### config.mk
export PLATFORM = sky130hd
export DESIGN_NAME = cpu16_top
export DESIGN_NICKNAME = d
export VERILOG_FILES = /design/src/rtl/cpu16_pkg.sv /design/src/rtl/alu.sv /design/src/rtl/axil_slave.sv /design/src/rtl/cpu16_top.sv /design/src/rtl/execute_unit.sv /design/src/rtl/instr_decoder.sv /design/src/rtl/register_file.sv
export SDC_FILE = /design/constraint.sdc
export NUM_CORES = 1
export LEC_CHECK = 0
export ABC_AREA = 1
export ABC_CLOCK_PERIOD_IN_PS = 4580
export BUFFER_PORTS_ARGS = -buffer_cell sky130_fd_sc_hd__clkbuf_2
export CAP_MARGIN = 20
export CORE_UTILIZATION = 45
export DETAILED_ROUTE_END_ITERATION = 10
export GPL_TIMING_DRIVEN = 0
export PLACE_DENSITY_LB_ADDON = 0.25
export SYNTH_ARGS = -nofsm -noshare
export SYNTH_HDL_FRONTEND = slang
export SYNTH_HIERARCHICAL = 1
export SYNTH_SLANG_ARGS = --single-unit
### constraint.sdc
create_clock -name clk -period 4.58 [get_ports clk]
set_input_delay 0.687 -clock clk [delete_from_list [all_inputs] [get_ports clk]]
set_output_delay 0.687 -clock clk [all_outputs]
set_load 0.1 [all_outputs]
### src/rtl/cpu16_pkg.sv
// ~~~~~~~~~~~~~~~~~~~~~~~~~~~~~~~~~~~~~~~~~~~~~~~~~~~~~~~~~~~~~~~~~~~~~~
// cpu16 shared definitions: widths, opcodes, instruction and control
// structs, flag/status layout and the AXI4-Lite register map
// ~~~~~~~~~~~~~~~~~~~~~~~~~~~~~~~~~~~~~~~~~~~~~~~~~~~~~~~~~~~~~~~~~~~~~~
package cpu16_pkg;

    localparam int data_width     = 16;   // register / operand width
    localparam int reg_count      = 8;
    localparam int reg_idx_width  = 3;
    localparam int imm_width      = 9;    // ldi immediate, sign-extended
    localparam int axi_addr_width = 8;
    localparam int axi_data_width = 32;

    // alu opcodes, reference encodings
    typedef enum logic [3:0] {
        op_add = 4'b0000,
        op_sub = 4'b0001,
        op_and = 4'b0010,
        op_or  = 4'b0011,
        op_xor = 4'b0100,
        op_sll = 4'b0101,
        op_srl = 4'b0110,
        op_sla = 4'b0111,
        op_sra = 4'b1000,
        op_ldi = 4'b1100,   // pass b
        op_mov = 4'b1101    // pass a
    } alu_op_e;

    typedef struct packed {
        alu_op_e                  op;     // 15:12
        logic [reg_idx_width-1:0] rd;     // 11:9
        logic [reg_idx_width-1:0] rs_a;   // 8:6
        logic [reg_idx_width-1:0] rs_b;   // 5:3
        logic [2:0]               spare;  // 2:0, low imm bits for ldi
    } instr_t;

    typedef struct packed {
        alu_op_e                  op;
        logic [reg_idx_width-1:0] rd;
        logic [reg_idx_width-1:0] rs_a;
        logic [reg_idx_width-1:0] rs_b;
        logic                     use_imm;  // operand b from immediate
        logic [data_width-1:0]    imm;
        logic                     legal;
    } exec_ctrl_t;

    // field order gives bus bits 2:0 = carry, negative, zero
    typedef struct packed {
        logic carry;
        logic negative;
        logic zero;
    } alu_flags_t;

    typedef struct packed {
        logic       illegal;  // bit 3, sticky
        alu_flags_t flags;    // bits 2:0
    } status_t;

    localparam logic [axi_addr_width-1:0] addr_instr    = 8'h00;
    localparam logic [axi_addr_width-1:0] addr_status   = 8'h04;
    localparam logic [axi_addr_width-1:0] addr_reg_base = 8'h40;

    localparam logic [1:0] axi_resp_okay   = 2'b00;
    localparam logic [1:0] axi_resp_slverr = 2'b10;

endpackage

### src/rtl/alu.sv
// ~~~~~~~~~~~~~~~~~~~~~~~~~~~~~~~~~~~~~~~~~~~~~~~~~~~~~~~~~~~~~~~~~~~~~~
// 16-bit combinational ALU with zero, negative and carry flags
// ~~~~~~~~~~~~~~~~~~~~~~~~~~~~~~~~~~~~~~~~~~~~~~~~~~~~~~~~~~~~~~~~~~~~~~
`timescale 1ns/1ps

module alu (
    input  logic [cpu16_pkg::data_width-1:0] a,       // operand a
    input  logic [cpu16_pkg::data_width-1:0] b,       // operand b or imm
    input  cpu16_pkg::alu_op_e               op,
    output logic [cpu16_pkg::data_width-1:0] result,
    output cpu16_pkg::alu_flags_t            flags
);

    logic [cpu16_pkg::data_width:0] res_ext;  // 17 bits, msb is carry out
    logic                           arith;    // add or sub

    always_comb begin
        case (op)
            cpu16_pkg::op_add: res_ext = {1'b0, a} + {1'b0, b};
            cpu16_pkg::op_sub: res_ext = {1'b0, a} - {1'b0, b};  // borrow in bit 16
            cpu16_pkg::op_and: res_ext = {1'b0, a & b};
            cpu16_pkg::op_or:  res_ext = {1'b0, a | b};
            cpu16_pkg::op_xor: res_ext = {1'b0, a ^ b};
            cpu16_pkg::op_sll: res_ext = {1'b0, a << b[3:0]};
            cpu16_pkg::op_srl: res_ext = {1'b0, a >> b[3:0]};
            cpu16_pkg::op_sla: res_ext = {1'b0, a <<< b[3:0]};   // same as sll
            cpu16_pkg::op_sra: res_ext = {1'b0, $signed(a) >>> b[3:0]};  // sign fill
            cpu16_pkg::op_ldi: res_ext = {1'b0, b};
            cpu16_pkg::op_mov: res_ext = {1'b0, a};
            default:           res_ext = '0;  // undefined op
        endcase
    end

    assign arith = (op == cpu16_pkg::op_add) || (op == cpu16_pkg::op_sub);

    assign result         = res_ext[cpu16_pkg::data_width-1:0];
    assign flags.zero     = (result == '0);
    assign flags.negative = result[cpu16_pkg::data_width-1];
    assign flags.carry    = arith & res_ext[cpu16_pkg::data_width];  // cleared otherwise

endmodule

### src/rtl/axil_slave.sv
// ~~~~~~~~~~~~~~~~~~~~~~~~~~~~~~~~~~~~~~~~~~~~~~~~~~~~~~~~~~~~~~~~~~~~~~
// AXI4-Lite slave: instruction and status writes, register and status
// reads, one outstanding transaction per channel
// ~~~~~~~~~~~~~~~~~~~~~~~~~~~~~~~~~~~~~~~~~~~~~~~~~~~~~~~~~~~~~~~~~~~~~~
`timescale 1ns/1ps

module axil_slave (
    input  logic                                 clk,
    input  logic                                 arst_n,
    input  logic [cpu16_pkg::axi_addr_width-1:0] awaddr,
    input  logic                                 awvalid,
    output logic                                 awready,
    input  logic [cpu16_pkg::axi_data_width-1:0] wdata,
    input  logic [3:0]                           wstrb,    // full-word writes only
    input  logic                                 wvalid,
    output logic                                 wready,
    output logic [1:0]                           bresp,
    output logic                                 bvalid,
    input  logic                                 bready,
    input  logic [cpu16_pkg::axi_addr_width-1:0] araddr,
    input  logic                                 arvalid,
    output logic                                 arready,
    output logic [cpu16_pkg::axi_data_width-1:0] rdata,
    output logic [1:0]                           rresp,
    output logic                                 rvalid,
    input  logic                                 rready,
    output logic                                 issue,
    output cpu16_pkg::instr_t                    instr,
    output logic                                 clear_illegal,
    output logic [cpu16_pkg::reg_idx_width-1:0]  rd_idx,
    input  logic [cpu16_pkg::data_width-1:0]     rd_data,
    input  cpu16_pkg::status_t                   status
);

    logic wr_accept, rd_accept, wr_hit;
    logic rd_hit_reg, rd_hit_status;

    // write channel: aw and w taken together while no response is pending
    assign wr_accept     = awvalid & wvalid & ~bvalid;
    assign awready       = wr_accept;
    assign wready        = wr_accept;
    assign issue         = wr_accept & (awaddr == cpu16_pkg::addr_instr);
    assign clear_illegal = wr_accept & (awaddr == cpu16_pkg::addr_status);
    assign wr_hit        = issue | clear_illegal;
    assign instr         = cpu16_pkg::instr_t'(wdata[cpu16_pkg::data_width-1:0]);

    // read channel
    assign arready       = ~rvalid;
    assign rd_accept     = arvalid & arready;
    assign rd_hit_reg    = (araddr[7:5] == cpu16_pkg::addr_reg_base[7:5]) && (araddr[1:0] == 2'b00);
    assign rd_hit_status = (araddr == cpu16_pkg::addr_status);
    assign rd_idx        = araddr[4:2];  // 0x40 + 4n

    always_ff @(posedge clk or negedge arst_n) begin
        if (!arst_n) begin
            bvalid <= 1'b0;
            rvalid <= 1'b0;
        end else begin
            if (wr_accept)   bvalid <= 1'b1;
            else if (bready) bvalid <= 1'b0;
            if (rd_accept)   rvalid <= 1'b1;
            else if (rready) rvalid <= 1'b0;
        end
    end

    // response payload, held until the handshake completes
    always_ff @(posedge clk) begin
        if (wr_accept) bresp <= wr_hit ? cpu16_pkg::axi_resp_okay : cpu16_pkg::axi_resp_slverr;
        if (rd_accept) begin
            rresp <= (rd_hit_reg || rd_hit_status) ? cpu16_pkg::axi_resp_okay
                                                   : cpu16_pkg::axi_resp_slverr;
            if (rd_hit_reg)         rdata <= cpu16_pkg::axi_data_width'(rd_data);
            else if (rd_hit_status) rdata <= cpu16_pkg::axi_data_width'(status);  // upper 0
            else                    rdata <= '0;  // unmapped
        end
    end

endmodule

### src/rtl/cpu16_top.sv
// ~~~~~~~~~~~~~~~~~~~~~~~~~~~~~~~~~~~~~~~~~~~~~~~~~~~~~~~~~~~~~~~~~~~~~~
// cpu16 top: AXI4-Lite slave in front of the execute unit
// ~~~~~~~~~~~~~~~~~~~~~~~~~~~~~~~~~~~~~~~~~~~~~~~~~~~~~~~~~~~~~~~~~~~~~~
`timescale 1ns/1ps

module cpu16_top (
    input  logic                                 clk,
    input  logic                                 arst_n,
    input  logic [cpu16_pkg::axi_addr_width-1:0] awaddr,
    input  logic                                 awvalid,
    output logic                                 awready,
    input  logic [cpu16_pkg::axi_data_width-1:0] wdata,
    input  logic [3:0]                           wstrb,
    input  logic                                 wvalid,
    output logic                                 wready,
    output logic [1:0]                           bresp,
    output logic                                 bvalid,
    input  logic                                 bready,
    input  logic [cpu16_pkg::axi_addr_width-1:0] araddr,
    input  logic                                 arvalid,
    output logic                                 arready,
    output logic [cpu16_pkg::axi_data_width-1:0] rdata,
    output logic [1:0]                           rresp,
    output logic                                 rvalid,
    input  logic                                 rready
);

    logic                                issue, clear_illegal;
    cpu16_pkg::instr_t                   instr;
    logic [cpu16_pkg::reg_idx_width-1:0] rd_idx;
    logic [cpu16_pkg::data_width-1:0]    rd_data;
    cpu16_pkg::status_t                  status;

    axil_slave i_axil (.*);  // bus side plus execute-unit handshake

    execute_unit i_exec (
        .clk           (clk),
        .arst_n        (arst_n),
        .issue         (issue),
        .instr         (instr),
        .clear_illegal (clear_illegal),
        .rd_idx        (rd_idx),
        .rd_data       (rd_data),
        .status        (status)
    );

endmodule

### src/rtl/execute_unit.sv
// ~~~~~~~~~~~~~~~~~~~~~~~~~~~~~~~~~~~~~~~~~~~~~~~~~~~~~~~~~~~~~~~~~~~~~~
// single-cycle execute stage: decode, register read, ALU, write-back,
// flag and sticky-illegal state
// ~~~~~~~~~~~~~~~~~~~~~~~~~~~~~~~~~~~~~~~~~~~~~~~~~~~~~~~~~~~~~~~~~~~~~~
`timescale 1ns/1ps

module execute_unit (
    input  logic                                clk,
    input  logic                                arst_n,
    input  logic                                issue,          // one-cycle strobe
    input  cpu16_pkg::instr_t                   instr,
    input  logic                                clear_illegal,
    input  logic [cpu16_pkg::reg_idx_width-1:0] rd_idx,         // host read index
    output logic [cpu16_pkg::data_width-1:0]    rd_data,
    output cpu16_pkg::status_t                  status
);

    cpu16_pkg::exec_ctrl_t            ctrl;
    cpu16_pkg::alu_flags_t            alu_flags;
    cpu16_pkg::alu_flags_t            flags_q;
    logic                             illegal_q;
    logic [cpu16_pkg::data_width-1:0] src_a, src_b, op_b, alu_res;
    logic                             wb_en;

    instr_decoder i_dec (.instr(instr), .ctrl(ctrl));

    register_file i_rf (
        .clk       (clk),
        .arst_n    (arst_n),
        .we        (wb_en),
        .wr_idx    (ctrl.rd),
        .wr_data   (alu_res),
        .rd_a_idx  (ctrl.rs_a),
        .rd_a_data (src_a),
        .rd_b_idx  (ctrl.rs_b),
        .rd_b_data (src_b),
        .rd_c_idx  (rd_idx),
        .rd_c_data (rd_data)
    );

    assign op_b = ctrl.use_imm ? ctrl.imm : src_b;  // ldi takes the immediate

    alu i_alu (.a(src_a), .b(op_b), .op(ctrl.op), .result(alu_res), .flags(alu_flags));

    assign wb_en = issue & ctrl.legal;

    always_ff @(posedge clk or negedge arst_n) begin
        if (!arst_n) begin
            flags_q   <= '0;
            illegal_q <= 1'b0;
        end else begin
            if (wb_en) flags_q <= alu_flags;             // every legal op updates flags
            if (issue && !ctrl.legal) illegal_q <= 1'b1; // wins over clear
            else if (clear_illegal)   illegal_q <= 1'b0;
        end
    end

    assign status = '{illegal: illegal_q, flags: flags_q};

endmodule

### src/rtl/instr_decoder.sv
// ~~~~~~~~~~~~~~~~~~~~~~~~~~~~~~~~~~~~~~~~~~~~~~~~~~~~~~~~~~~~~~~~~~~~~~
// instruction decoder: register fields, operand select, immediate
// and opcode legality
// ~~~~~~~~~~~~~~~~~~~~~~~~~~~~~~~~~~~~~~~~~~~~~~~~~~~~~~~~~~~~~~~~~~~~~~
`timescale 1ns/1ps

module instr_decoder (
    input  cpu16_pkg::instr_t     instr,
    output cpu16_pkg::exec_ctrl_t ctrl
);

    logic [cpu16_pkg::imm_width-1:0] imm_raw;  // bits 8:0 of the word

    assign imm_raw = {instr.rs_a, instr.rs_b, instr.spare};

    assign ctrl.op      = instr.op;
    assign ctrl.rd      = instr.rd;
    assign ctrl.rs_a    = instr.rs_a;
    assign ctrl.rs_b    = instr.rs_b;
    assign ctrl.use_imm = (instr.op == cpu16_pkg::op_ldi);
    assign ctrl.imm     = {{(cpu16_pkg::data_width - cpu16_pkg::imm_width)
                            {imm_raw[cpu16_pkg::imm_width-1]}}, imm_raw};  // sign extend

    // only the eleven defined opcodes
    always_comb begin
        case (instr.op)
            cpu16_pkg::op_add,
            cpu16_pkg::op_sub,
            cpu16_pkg::op_and,
            cpu16_pkg::op_or,
            cpu16_pkg::op_xor,
            cpu16_pkg::op_sll,
            cpu16_pkg::op_srl,
            cpu16_pkg::op_sla,
            cpu16_pkg::op_sra,
            cpu16_pkg::op_ldi,
            cpu16_pkg::op_mov: ctrl.legal = 1'b1;
            default:           ctrl.legal = 1'b0;  // 1001..1011, 1110, 1111
        endcase
    end

endmodule

### src/rtl/register_file.sv
// ~~~~~~~~~~~~~~~~~~~~~~~~~~~~~~~~~~~~~~~~~~~~~~~~~~~~~~~~~~~~~~~~~~~~~~
// eight 16-bit registers, three combinational read ports, one write
// ~~~~~~~~~~~~~~~~~~~~~~~~~~~~~~~~~~~~~~~~~~~~~~~~~~~~~~~~~~~~~~~~~~~~~~
`timescale 1ns/1ps

module register_file (
    input  logic                                clk,
    input  logic                                arst_n,
    input  logic                                we,
    input  logic [cpu16_pkg::reg_idx_width-1:0] wr_idx,
    input  logic [cpu16_pkg::data_width-1:0]    wr_data,
    input  logic [cpu16_pkg::reg_idx_width-1:0] rd_a_idx,
    output logic [cpu16_pkg::data_width-1:0]    rd_a_data,
    input  logic [cpu16_pkg::reg_idx_width-1:0] rd_b_idx,
    output logic [cpu16_pkg::data_width-1:0]    rd_b_data,
    input  logic [cpu16_pkg::reg_idx_width-1:0] rd_c_idx,  // host read port
    output logic [cpu16_pkg::data_width-1:0]    rd_c_data
);

    logic [cpu16_pkg::data_width-1:0] regs [cpu16_pkg::reg_count];

    always_ff @(posedge clk or negedge arst_n) begin
        if (!arst_n) begin
            for (int i = 0; i < cpu16_pkg::reg_count; i++) begin
                regs[i] <= '0;  // registers start at zero
            end
        end else if (we) begin
            regs[wr_idx] <= wr_data;
        end
    end

    // no write-to-read forwarding
    assign rd_a_data = regs[rd_a_idx];
    assign rd_b_data = regs[rd_b_idx];
    assign rd_c_data = regs[rd_c_idx];

endmodule

# After elaboration in Yosys (flattened, before gate mapping)
# Memory sizes are Yosys's and may differ from the RTL's.
# Index checks and enable logic that the tools add are counted.
# totals
memories	1
romBits	16
regBits	170
output_inout_bits	41
elab_cells	97
inputBits	59
# mem_list
name	words	word_bits	rd	rd_ports_with_merged_regs	wr	line_no	source
(no name shown)	16	1	1	0	0	instr_decoder.sv:26	case (instr.op)
# op_classes
n_lt_le_gt_ge	5
reduce_logical	13
shift	4
mux	24
eq_ne	13
n_addsub	2
bitwise_logic	17
# ops
op	count
$pmux 17 s11	1
$bmux 16 s3	3
$mux 16	9
$bwmux 128	1
$demux 16 s3	1
$add 16x16->17	1
$sub 16x16->17	1
$and 16x16->16	1
$eq 4x3->1 const B	4
$eq 8x3->1 const B	2
$ge 4x4->1 const B	4
$logic_not 16->1	1
$not 3->4	4
$or 16x16->16	1
$shl 16x4->16	1
$shr 16x4->16	1
$sshl 16x4->16	1
$sshr 16x4->16	1
$xor 16x16->16	1
$eq 4x4->1 const B	3
$eq 4x2->1 const B	2
$logic_not 8->1	1
$and 1x1->1	7
$mux 1	6
13 further kinds	20

# Longest topological paths before layout
# Gate-level depths: netlist of run 1.
# logic_depth
word_depth	8
depth_mapped	39

# Hierarchy
# Netlist of run 1, hierarchy kept.
# by_module_without_submodules
mod	cells_each	n_inst	area_each_um2	seq_area_each_um2
register_file	1463	1	8705.8	3203.1
alu	877	1	4242.8	0.0
axil_slave	141	1	1270.0	590.6
execute_unit	72	1	420.4	100.1
instr_decoder	36	1	250.2	0.0

# Worst setup path before layout of run 1
# No wires, ideal clock.
# synth_timing
path_type	in2reg
startpoint	in wdata[3] in the netlist's numbering
endpoint	reg i_exec.flags_q, in the netlist i_exec/status[0]
path_slack_ns	0.091
path_buffers	5
t_arrival_ns	4.423
cell_stages	38
path_cell_list	buf_4 buf_4 inv_2 clkbuf_1 nand2_1 nand3_1 nand2_1 nand2_1 nand2_1 inv_1 o21ai_2 buf_2 inv_2 buf_2 ha_1 inv_1 nor2_1 nand3_1 [... 2 more ...] o21ai_0 xor2_1 ha_1 nand2_1 inv_1 nand2_1 nand2_1 a21oi_1 nand3_1 nand3_1 nand2_1 inv_1 nand2_1 nor2_1 nand2_1 nor2_1 nand3_1 nand2_1
# synth_lines
item	line_no	source
start: declaration	cpu16_top.sv:12	input logic [cpu16_pkg::axi_data_width-1:0] wdata,
end signal: assignment	execute_unit.sv:52	if (wb_en) flags_q <= alu_flags;
end: declaration	execute_unit.sv:20	cpu16_pkg::alu_flags_t flags_q;

==> impl_results.md, run 1 <==
* CP Max Fanout at 9
* Root Buffer: clkbuf_16
* First-pass GRT wire length at 96500 um
* Clock transition at the registers of the reported paths at 0.06 ns
* Max-slew violations at 0
* Number of global-route vias before repair at 15600
* Die Ht at 184 um
* Final WS setup at 0.118 ns
* Commonest non-fill, non-tap cell in the layout: nand2_1
* Largest net degree at the start of global routing at 85
* Max_cap viols at 0
* CP Capture Type: register
* Initial antenna violation count at 1
* Via count at 17300
* Hold Buf Count CTS at 0
* RR Startpoint: i_exec/i_rf/regs[32]
* Critical R2R Capture: i_exec/status[2]
* Yosys warning total at 6
* Pwr Density at 269 mW/mm^2
* R2r setup slk at 0.28 ns
* Internal at 2690 uW
* Layout area overhead at 16.1%
* Top area cells in the synthesized netlist: nand2_1, dfrtp_1, nand3_1
* Final wirelength at 65600 um
* H-tree depth at 4
* CP Class: in -> reg
* Simple-gate share of the synthesized area at 45.2%
* Power Total at 4640 uW
* Syn Inst Count at 2589
* CTS sink cnt at 152
* Setup violators final at 0
* Crit start category: input port
* Post-synthesis compound-gate area fraction at 7.24%
* Post-Syn Area at 0.0149 mm^2
* Pleak at 0.00961 uW
* Core Footprint at 0.0325 mm^2
* TritonRoute pass-1 iters at 6
* Status: complete, no violations
* Syn_area_per_cell at 5.75 um^2
* GP Congestion at 1.04
* Mux contribution to synthesized area at 0%
* Slew @ Worst Pin at 1.06 ns
* Layout cells sized above 1 at 14.5%
* Port buffer count at 45
* Initial Utilization at 45.8%
* GRT overflow at 0
* Combinational share of power at 40.9%
* Largest family of logic cells by synthesized area: simple AND/OR/NAND/NOR gates
* Req. time, crit path at 4.97 ns
* Fmax at 224 MHz
* Row Count at 66
* Reg2reg path depth at 31
* CTS Buf Count at 17
* Commonest non-fill, non-tap cells in the layout: nand2_1, nand3_1, inv_1
* Post-layout min period at 4.46 ns
* Sequential Power Share at 29.8%
* Hpwl dp at 51600 um
* Die area at 0.0338 mm^2
* RSZ-0062 raised after global routing: yes
* Remaining antenna violation count at 0
* Net Sw Frac at 42.1%
* Max_slew headroom at 28.7%
* Drt via density at 5.49
* Synth Register Bits at 152
* Clock Path Buffers at 2
* Final period util at 97.4%
* Worst skew pair latency at 0.45 ns
* Register area share after synthesis at 26.2%
* # DRC at 0
* Worst Hold Class: in -> async
* Final Hold Vio Count at 0
* CP arrival at 4.85 ns
* DRT iter0 DRCs at 2387
* Gr usage total at 39.1%
* Post-synth top area share at 28.1%
* I/O pin count at 100
* Synth Area in Adders at 4.34%
* Routed length per instance at 20.8 um
* Pre-CTS setup slack at -1.75 ns
* Chip width at 184 um
* Final #Nets at 2807
* Maximum VDD drop at 0.317 mV
* CTS tree: built
* Post-Synth XOR/XNOR Area at 0.824%
* Netlist cell types at 37
* Clock power frac at 29.3%
* Synth area leader: nand2_1
* Clock Skews at 0.0104 ns
* Switch Pwr at 1950 uW
## power groups by stage
stage | Clock (uW) | Combinational, uW | Sequential (uW)
2_1_floorplan | 0 | 1000 | 1500
3_3_place_gp | 0 | 1610 | 1410
3_5_place_dp | 0 | 1620 | 1410
4_1_cts | 1390 | 1710 | 1390
5_1_grt | 1440 | 2030 | 1390
6_report | 1360 | 1900 | 1390
## flip-flops by register name (all words and copies together) (netlist names)
signal            count
i_exec/illegal_q      1
i_exec/i_rf/regs    128
i_axil/rdata         16
i_axil/rvalid         1
i_axil/bvalid         1
i_axil/bresp          1
i_axil/rresp          1
i_exec/status         3
## worst max-delay path, stage by stage
cell and delay [ns]:
buf_4 0.13, buf_4 0.12, buf_2 0.17, inv_1 0.20, nand2_1 0.11, nand2_2 0.10
inv_1 0.06, o21ai_2 0.17, buf_6 0.18, clkinv_8 0.09, buf_4 0.14, o21ai_0 0.43
inv_1 0.14, ha_1 0.32, nand3_1 0.09, nand2_1 0.12, o21ai_1 0.36, nand3_1 0.12
nor2_1 0.34, nand2_1 0.09, nor2_1 0.16, nand2_1 0.12, nor2_4 0.21, nand3_2 0.10
nand2_1 0.08
## final cells by class
cell class	instances	area, um^2
fill	3490	15200
multi-input combinational	1922	9020
sequential	152	3890
inverter	341	1370
buffer	185	1270
timing repair buffer	78	614
tap	442	553
clock buffer	20	447
clock inverter	12	116
antenna	1	2.50
## worst max path at each step
| stage | start | to | depth (start not counted) |
|---|---|---|---|
| floorplan | wdata[3] | i_exec/status[0] | 38 |
| global placement | wdata[3] | i_exec/status[0] | 38 |
| detailed placement | wdata[3] | i_exec/status[0] | 38 |
| CTS | wdata[5] | i_exec/status[0] | 27 |
| global route | wdata[5] | i_exec/status[0] | 31 |
| finish | wdata[5] | i_exec/status[0] | 25 |
## synth_stat cells
| cell | instances |
|---|---|
| clkbuf_1 | 35 |
| dfrtp_1 | 134 |
| or2_2 | 4 |
| a21oi_1 | 28 |
| buf_2 | 71 |
| nand2_2 | 3 |
| nor3_1 | 9 |
| nor2_2 | 14 |
| conb_1 | 1 |
| nor2_4 | 5 |
| nand2_1 | 1116 |
| nor2_1 | 112 |
| nand3_2 | 1 |
| buf_4 | 70 |
| fa_1 | 1 |
| edfxtp_1 | 18 |
| a21boi_0 | 1 |
| nand3_1 | 347 |
| nor3_4 | 1 |
| o211ai_1 | 3 |
| ha_1 | 50 |
| o22ai_1 | 3 |
| nand2_4 | 1 |
| o2bb2ai_1 | 1 |
| xor2_1 | 14 |
| and2_1 | 6 |
| buf_1 | 3 |
| clkbuf_2 | 4 |
| nand4_1 | 6 |
| nand3b_1 | 4 |
| inv_1 | 330 |
| o21ai_1 | 3 |
| inv_2 | 11 |
| o21ai_2 | 4 |
| nor3_2 | 1 |
| o21ai_0 | 166 |
| buf_6 | 8 |
## routing by layer
| metal | wire [um] | track usage (%) |
|---|---|---|
| met2 | 27000 | 57.0 |
| met4 | 2840 | 16.8 |
| met5 | 0 | 0 |
| met3 | 7570 | 10.7 |
| met1 | 28200 | 53.9 |
## through the flow
step | TNS, ns | cell area [um^2] | hold slack (ns) | cells | utilization (%)
finish | 0 | 17300 | 0.174 | 3153 | 53.1
detailed placement | -146.20 | 15800 | 0.473 | 3094 | 48.5
global placement | -149.93 | 15700 | 0.469 | 3093 | 48.4
global route | -0.129 | 17300 | 0.196 | 3152 | 53.1
floorplan | 0 | 15000 | 0.391 | 2606 | -
CTS | 0 | 16800 | 0.182 | 3135 | 51.5
## cells by family after synthesis
logic type	Yosys count
other	1
AND/OR/NAND/NOR	1630
adder cells (fa/ha/maj)	51
XOR/XNOR	14
AO/OA/AOI/OAI	209
flip-flops	152
buffers and inverters	532
## timing repair
| item | in CTS | in global routing |
|---|---|---|
| gates resized for setup | 96 | 117 |
| endpoints found under the hold margin | 0 | 0 |
| setup buffers | 11 | 20 |
| setup endpoints to repair | 122 | 95 |
| gates cloned | 1 | 0 |
| pin swaps | 15 | 25 |
No activity file was read; power rests on OpenSTA's default activity.
==> inputs of run 2 (changes only) <==
--- a/config.mk
+++ b/config.mk
@@ -9,10 +9,12 @@
 export ABC_CLOCK_PERIOD_IN_PS = 4580
 export BUFFER_PORTS_ARGS = -buffer_cell sky130_fd_sc_hd__clkbuf_2
 export CAP_MARGIN = 20
-export CORE_UTILIZATION = 45
+export CORE_UTILIZATION = 40
 export DETAILED_ROUTE_END_ITERATION = 10
 export GPL_TIMING_DRIVEN = 0
 export PLACE_DENSITY_LB_ADDON = 0.25
+export RECOVER_POWER = 50
+export SKIP_LAST_GASP = 1
 export SYNTH_ARGS = -nofsm -noshare
 export SYNTH_HDL_FRONTEND = slang
 export SYNTH_HIERARCHICAL = 1
==> run 2 against run 1 <==
The flow now finishes with violations (capacitance limit, slew limit). Critical endpoint unchanged. Non-clock buffer count increased by 2. Fmax decreased by 1.0%. Largest power group unchanged. Combinational power decreased by 3%. Largest cell class unchanged. Clock power increased by 11%. Sequential share of layout area about the same. Die area increased by 12%.
==> impl_results.md, run 2 (synthesis gave the netlist of run 1 again) <==
* Status: complete, but fails checks (was complete, no violations)
* Failing checks: capacitance limit, slew limit
* # DRC at 0 (unchanged)
* Initial antenna violation count at 1 (unchanged)
* CP Max Fanout at 10 (was 9)
* Commonest non-fill, non-tap cells in the layout: nand2_1, nand3_1, inv_1 (unchanged)
* I/O pin count at 100 (unchanged)
* Max_slew headroom at -117% (was 28.7%)
* Row Count at 70 (was 66)
* Met2 Usage GRT at 53.5% (was 57.0%)
* Met3 Resource Use GR at 5.45% (was 10.7%)
* GP Congestion at 1.01 (was 1.04)
* Slowest stage delay, CP at 0.39 ns (was 0.43 ns)
* Clock transition at the registers of the reported paths at 0.07 ns (was 0.06 ns)
* Placed cell areas at 0.0158 mm^2 (about the same)
* Die Ht at 195 um (was 184 um)
* Storage cell area at 0.00389 mm^2 (unchanged)
* Slew @ Worst Pin at 3.25 ns (was 1.06 ns)
* Largest net degree at the start of global routing at 78 (was 85)
* Final period util at 98.4% (was 97.4%)
* CP Launch Point: wdata[4] (was wdata[5])
* Gr usage total at 34.6% (was 39.1%)
* Final WS setup at 0.0724 ns (was 0.118 ns)
* TritonRoute pass-1 iters at 6 (unchanged)
* Hold endpoint: i_axil/bvalid
* Port buffer count at 45 (unchanged)
* Clock Skews at 0.0186 ns (was 0.0104 ns)
* Layout cells sized above 1 at 14.3% (was 14.5%)
* Setup violators final at 0 (unchanged)
* GRT overflow at 0 (unchanged)
* Most used routing layer: met2 (unchanged)
* Worst skew pair latency at 0.46 ns (was 0.45 ns)
* Number of global-route vias before repair at 15700 (was 15600)
* Root Buffer: clkbuf_16 (unchanged)
* Hold WS at 0.405 ns (was 0.174 ns)
* CP bufs+invs at 7 (was 9)
* Pwr Density at 275 mW/mm^2 (was 269 mW/mm^2)
* Final instance area at 0.0173 mm^2 (about the same)
* Grt met1 use at 48.3% (was 53.9%)
* Power Total at 4750 uW (was 4640 uW)
* Post-layout min period at 4.51 ns (was 4.46 ns)
* Worst Hold Class: in -> reg (was in -> async)
* CP max-delay cell: ha_1 (was o21ai_0)
* Req. time, crit path at 4.97 ns (about the same)
* Hpwl dp at 52200 um (was 51600 um)
* Non-filler cells, final at 3179 (was 3153)
* Core Footprint at 0.0366 mm^2 (was 0.0325 mm^2)
* Drt via density at 5.45 (was 5.49)
* DRT iter0 DRCs at 2117 (was 2387)
* CTS Buf Count at 17 (unchanged)
* Max_cap viols at 1 (was 0)
* Critical R2R Capture: i_exec/status[0] (was i_exec/status[2])
* Via count at 17300 (about the same)
* Crit start category: input port (unchanged)
* First-pass GRT wire length at 98300 um (was 96500 um)
* Pleak at 0.00960 uW (was 0.00961 uW)
* Placed Cells at 3120 (was 3094)
* Critical path's top delay family: simple AND/OR/NAND/NOR gates (unchanged)
* Max FFs per register at 128 (unchanged)
* CTS tree: built (unchanged)
* Chip width at 195 um (was 184 um)
* Remaining antenna violation count at 0 (unchanged)
* CTS sink cnt at 152 (unchanged)
* Final Hold Vio Count at 0 (unchanged)
* CP Capture Type: register (unchanged)
* Die area at 0.0380 mm^2 (was 0.0338 mm^2)
* Initial Utilization at 40.7% (was 45.8%)
* Maximum VDD drop at 0.296 mV (was 0.317 mV)
* Biggest register: i_exec/i_rf/regs (unchanged)
* CP arrival at 4.89 ns (was 4.85 ns)
* Clock Path Buffers at 2 (unchanged)
* Commonest non-fill, non-tap cell in the layout: nand2_1 (unchanged)
* Fillers at 4007 (was 3490)
* Multi-input logic area at 0.00903 mm^2 (was 0.00902 mm^2)
* RSZ-0062 raised after global routing: yes (unchanged)
* R2r setup slk at 0.25 ns (was 0.28 ns)
* Final #Nets at 2809 (was 2807)
* Layout area overhead at 16.1% (about the same)
* CP Class: in -> reg (unchanged)
* Final wirelength at 66100 um (was 65600 um)
* Routed length per instance at 20.8 um (about the same)
* Max-slew violations at 59 (was 0)
* Hold Buf Count CTS at 0 (unchanged)
* Fmax at 222 MHz (was 224 MHz)
* # diodes at 0 (was 1)
* RR Startpoint: i_exec/i_rf/regs[32] (unchanged)
* Cell mode on critical path: nand2_1 (unchanged)
* Pre-CTS setup slack at -1.82 ns (was -1.75 ns)
* Hold path cells at 2
* Hold_sp: bready
* Reg2reg path depth at 35 (was 31)
* H-tree depth at 4 (unchanged)
==> run 2: changes by cell type in the layout (fill, tap and decap cells not counted), sizes merged <==
cell	before	now
clkinvlp	12	10
diode	1	0
clkbuf	103	102
inv	336	338
bufinv	1	3
==> run 2: cell type report <==
cell class / instances / area share, %
multi-input combinational: 1922 / 52.3
sequential: 152 / 22.5
inverter: 341 / 7.78
buffer: 184 / 7.31
tap: 468 / 3.39
timing repair buffer: 81 / 3.19
clock buffer: 17 / 2.46
clock inverter: 14 / 1.09
==> run 2: layer usage <==
metal	vias up	wire length, um
li1	8144	-
met1	8191	28700
met2	849	28700
met3	137	5700
met4	2	2910
met5	-	13
==> run 2: report_power, final <==
part	internal [uW]	switching [uW]	leakage, uW
logic	519	1330	0.00735
clock network	871	642	0.000296
registers	1380	4.70	0.00196
total	2770	1980	0.00960
==> run 2: repair_timing <==
| item | in CTS | in global routing |
|---|---|---|
| gates resized for setup | 92 | 102 |
| pin swaps | 15 | 35 |
| buffers inserted | 10 | 24 |
| endpoints found under the setup margin | 123 | 104 |
| gates cloned | 1 | 0 |
==> run 2: how the worst max path moves through the flow <==
stage	end	depth (start not counted)
floorplan	i_exec/status[0]	38
global placement	i_exec/status[0]	38
detailed placement	i_exec/status[0]	38
CTS	i_exec/status[0]	34
global route	i_exec/status[0]	35
finish	i_exec/status[0]	27
==> run 2: stage by stage <==
step	TNS, ns	utilization (%)
CTS	-0.0241	45.9
finish	0	47.2
floorplan	0	-
detailed placement	-157.23	43.2
global placement	-161.00	43.1
global route	-1.55	47.2
==> inputs of run 3 (changes only) <==
--- a/config.mk
+++ b/config.mk
@@ -6,7 +6,7 @@
 export NUM_CORES = 1
 export LEC_CHECK = 0
 export ABC_AREA = 1
-export ABC_CLOCK_PERIOD_IN_PS = 4580
+export ABC_CLOCK_PERIOD_IN_PS = 4100
 export BUFFER_PORTS_ARGS = -buffer_cell sky130_fd_sc_hd__clkbuf_2
 export CAP_MARGIN = 20
 export CORE_UTILIZATION = 40
==> constraint.sdc (replaced) <==
create_clock -name clk -period 4.1 [get_ports clk]
set_input_delay 0.615 -clock clk [delete_from_list [all_inputs] [get_ports clk]]
set_output_delay 0.615 -clock clk [all_outputs]
set_load 0.1 [all_outputs]
==> run 3 against run 2 <==
The run ends with capacitance limit, slew limit, setup timing left. Via count fell by 0.34%. Design area rose by 4.3%. Combinational power rose by 24%. Worst setup slack got worse by 0.32 ns. Total power rose by 17%. Global-route usage rose by 2.1 points. Count of clock-buffer cells in the layout rose by 3. First-iteration DRC count fell by 18%. Cell count rose by 0.91%. Critical path type unchanged. Critical endpoint unchanged.
==> impl_results.md, run 3 (synthesis gave the netlist of run 1 again) <==
* Status: complete, but fails checks (unchanged)
* Failing checks: capacitance limit, slew limit, setup timing (was capacitance limit, slew limit)
* Critical path's top delay family: simple AND/OR/NAND/NOR gates (unchanged)
* Pwr Density at 308 mW/mm^2 (was 275 mW/mm^2)
* Placed Cells at 3120 (unchanged)
* GP Congestion at 1.06 (was 1.01)
* Root Buffer: clkbuf_16 (unchanged)
* Clock transition at the registers of the reported paths at 0.07 ns (about the same)
* CTS tree: built (unchanged)
* H-tree depth at 4 (unchanged)
* Biggest register: i_exec/i_rf/regs (unchanged)
* R2r setup slk at -0.17 ns (was 0.25 ns)
* Max FFs per register at 128 (unchanged)
* Power Total at 5560 uW (was 4750 uW)
* Net Sw Frac at 42.3% (was 41.7%)
* Hold WS at 0.335 ns (was 0.405 ns)
* Critical R2R Capture: i_exec/status[0] (unchanged)
* Reg2reg path depth at 32 (was 35)
* Sequential Power Share at 27.8% (was 29.2%)
* DRT iter0 DRCs at 1738 (was 2117)
* Layout cells sized above 1 at 19.0% (was 14.3%)
* Clock power frac at 31.0% (was 31.9%)
* Slew @ Worst Pin at 2.04 ns (was 3.25 ns)
* Largest net degree at the start of global routing at 108 (was 78)
* CP Capture Type: register (unchanged)
* Final period util at 106%
* Commonest non-fill, non-tap cell in the layout: nand2_1 (unchanged)
* Drt via density at 5.38 (was 5.45)
* CP Class: in -> reg (unchanged)
* CP bufs+invs at 7 (unchanged)
* RR Startpoint: i_exec/i_rf/regs[65] (was i_exec/i_rf/regs[32])
* Non-filler cells, final at 3208 (was 3179)
* Internal at 3210 uW (was 2770 uW)
* Initial antenna violation count at 2 (was 1)
* Hold Buf Count CTS at 0 (unchanged)
* Remaining antenna violation count at 0 (unchanged)
* Chip width at 195 um (unchanged)
* Multi-input logic area at 0.00939 mm^2 (was 0.00903 mm^2)
* Hpwl dp at 54900 um (was 52200 um)
* Post-layout min period at 4.35 ns
* Hold endpoint: i_axil/bvalid (unchanged)
* Storage cell area at 0.00389 mm^2 (unchanged)
* Layout area overhead at 21.1% (was 16.1%)
* Crit start category: input port (unchanged)
* Via count at 17300 (about the same)
* Fillers at 3859 (was 4007)
* Clock Path Buffers at 2 (unchanged)
* Switch Pwr at 2350 uW (was 1980 uW)
* Row Count at 70 (unchanged)
* Maximum VDD drop at 0.340 mV (was 0.296 mV)
* Fmax at 230 MHz
* Gr usage total at 36.7% (was 34.6%)
* Final #Nets at 2836 (was 2809)
* Clock Skews at 0.0139 ns (was 0.0186 ns)
* Routed length per instance at 21.7 um (was 20.8 um)
* Initial Utilization at 40.7% (unchanged)
* CP arrival at 4.74 ns (was 4.89 ns)
* TritonRoute pass-1 iters at 8 (was 6)
* Worst skew pair latency at 0.46 ns (about the same)
* Number of global-route vias before repair at 16300 (was 15700)
* Slowest stage delay, CP at 0.35 ns (was 0.39 ns)
* Setup violators final at 38 (was 0)
* First-pass GRT wire length at 103000 um (was 98300 um)
* Max_cap viols at 1 (unchanged)
* Cell depth of the worst setup path at 34 (was 27)
* Die area at 0.0380 mm^2 (unchanged)
* Req. time, crit path at 4.49 ns (was 4.97 ns)
* Worst Hold Class: in -> reg (unchanged)
* CP Max Fanout at 8 (was 10)
* Cell mode on critical path: nand2_1 (unchanged)
* CTS Buf Count at 17 (unchanged)
* Pleak at 0.00988 uW (was 0.00960 uW)
* CTS sink cnt at 152 (unchanged)
* Max-slew violations at 29 (was 59)
* Hold path cells at 2 (unchanged)
* RSZ-0062 raised after global routing: yes (unchanged)
* # DRC at 0 (unchanged)
* GRT overflow at 0 (unchanged)
* CP max-delay cell: o21ai_4 (was ha_1)
* Hold_sp: bready (unchanged)
* Commonest non-fill, non-tap cells in the layout: nand2_1, nand3_1, inv_1 (unchanged)
* Max_slew headroom at -36.3% (was -117%)
* Finished Core Util at 49.2% (was 47.2%)
* Die Ht at 195 um (unchanged)
* Combinational share of power at 41.1% (was 39.0%)
* Port buffer count at 45 (unchanged)
* Core Footprint at 0.0366 mm^2 (unchanged)
* Final WS setup at -0.246 ns (was 0.0724 ns)
* I/O pin count at 100 (unchanged)
* Final Hold Vio Count at 0 (unchanged)
* Final wirelength at 69800 um (was 66100 um)
==> run 3: changes by cell type in the layout (fill, tap and decap cells not counted), moves of 9 or more <==
cell | before | now
o21ai_1 | 21 | 39
nand3_2 | 5 | 14
nand2_2 | 22 | 39
nand2_1 | 1094 | 1069
o21ai_0 | 137 | 105
inv_2 | 10 | 35
nand3_1 | 343 | 331
inv_1 | 319 | 286
nor2_1 | 101 | 90
o21ai_2 | 12 | 23
buf_4 | 99 | 118
==> run 3: repair_timing <==
item | in CTS | in global routing
resized for setup | 163 | 145
gates cloned | 1 | 1
pin swaps | 61 | 53
buffers inserted | 31 | 31
setup endpoints to repair | 121 | 117
==> run 3: power groups by stage <==
| stage | clock network, uW | registers (uW) | logic (uW) |
|---|---|---|---|
| CTS | 1760 | 1550 | 2070 |
| finish | 1720 | 1550 | 2290 |
| global placement | 0 | 1580 | 1870 |
| global route | 1810 | 1550 | 2430 |
| detailed placement | 0 | 1580 | 1870 |
| floorplan | 0 | 1680 | 1150 |
==> run 3: metrics by stage <==
step / setup TNS [ns] / cell area [um^2] / worst slack (ns)
4_1_cts: -3.99 / 17400 / -0.277
6_report: -3.46 / 18000 / -0.246
2_1_floorplan: 0 / 15200 / 0.0106
5_1_grt: -12.37 / 18000 / -0.419
3_3_place_gp: -138.64 / 16000 / -1.73
3_5_place_dp: -138.41 / 16000 / -1.73
==> run 3: layout make-up <==
cell class,instances,share of cell area (%)
Multi-Input combinational cell,1922,52.1
Sequential cell,152,21.6
Inverter,341,7.71
Buffer,182,7.14
Timing Repair Buffer,109,4.64
Tap cell,468,3.25
Clock buffer,20,2.65
Clock inverter,12,0.847
Timing Repair inverter,1,0.0625
Antenna cell,1,0.0139
==> run 3: worst max-delay path by stage <==
| stage | startpoint | to |
|---|---|---|
| after CTS | wdata[3] | i_exec/status[0] |
| after global routing | wdata[3] | i_exec/status[0] |
| after global placement | wdata[3] | i_exec/status[0] |
| after detailed placement | wdata[4] | i_exec/status[0] |
| final | wdata[3] | i_exec/status[0] |
| after floorplan | wdata[4] | i_exec/status[0] |
==> run 3: routing by layer <==
| metal | global-route usage (%) | vias to the layer above | part of all wire (%) |
|---|---|---|---|
| li1 | - | 8205 | - |
| met1 | 46.9 | 8079 | 41 |
| met2 | 56.8 | 799 | 44 |
| met3 | 6.51 | 181 | 7.9 |
| met4 | 24.6 | 0 | 7.1 |
| met5 | 0 | - | 0 |
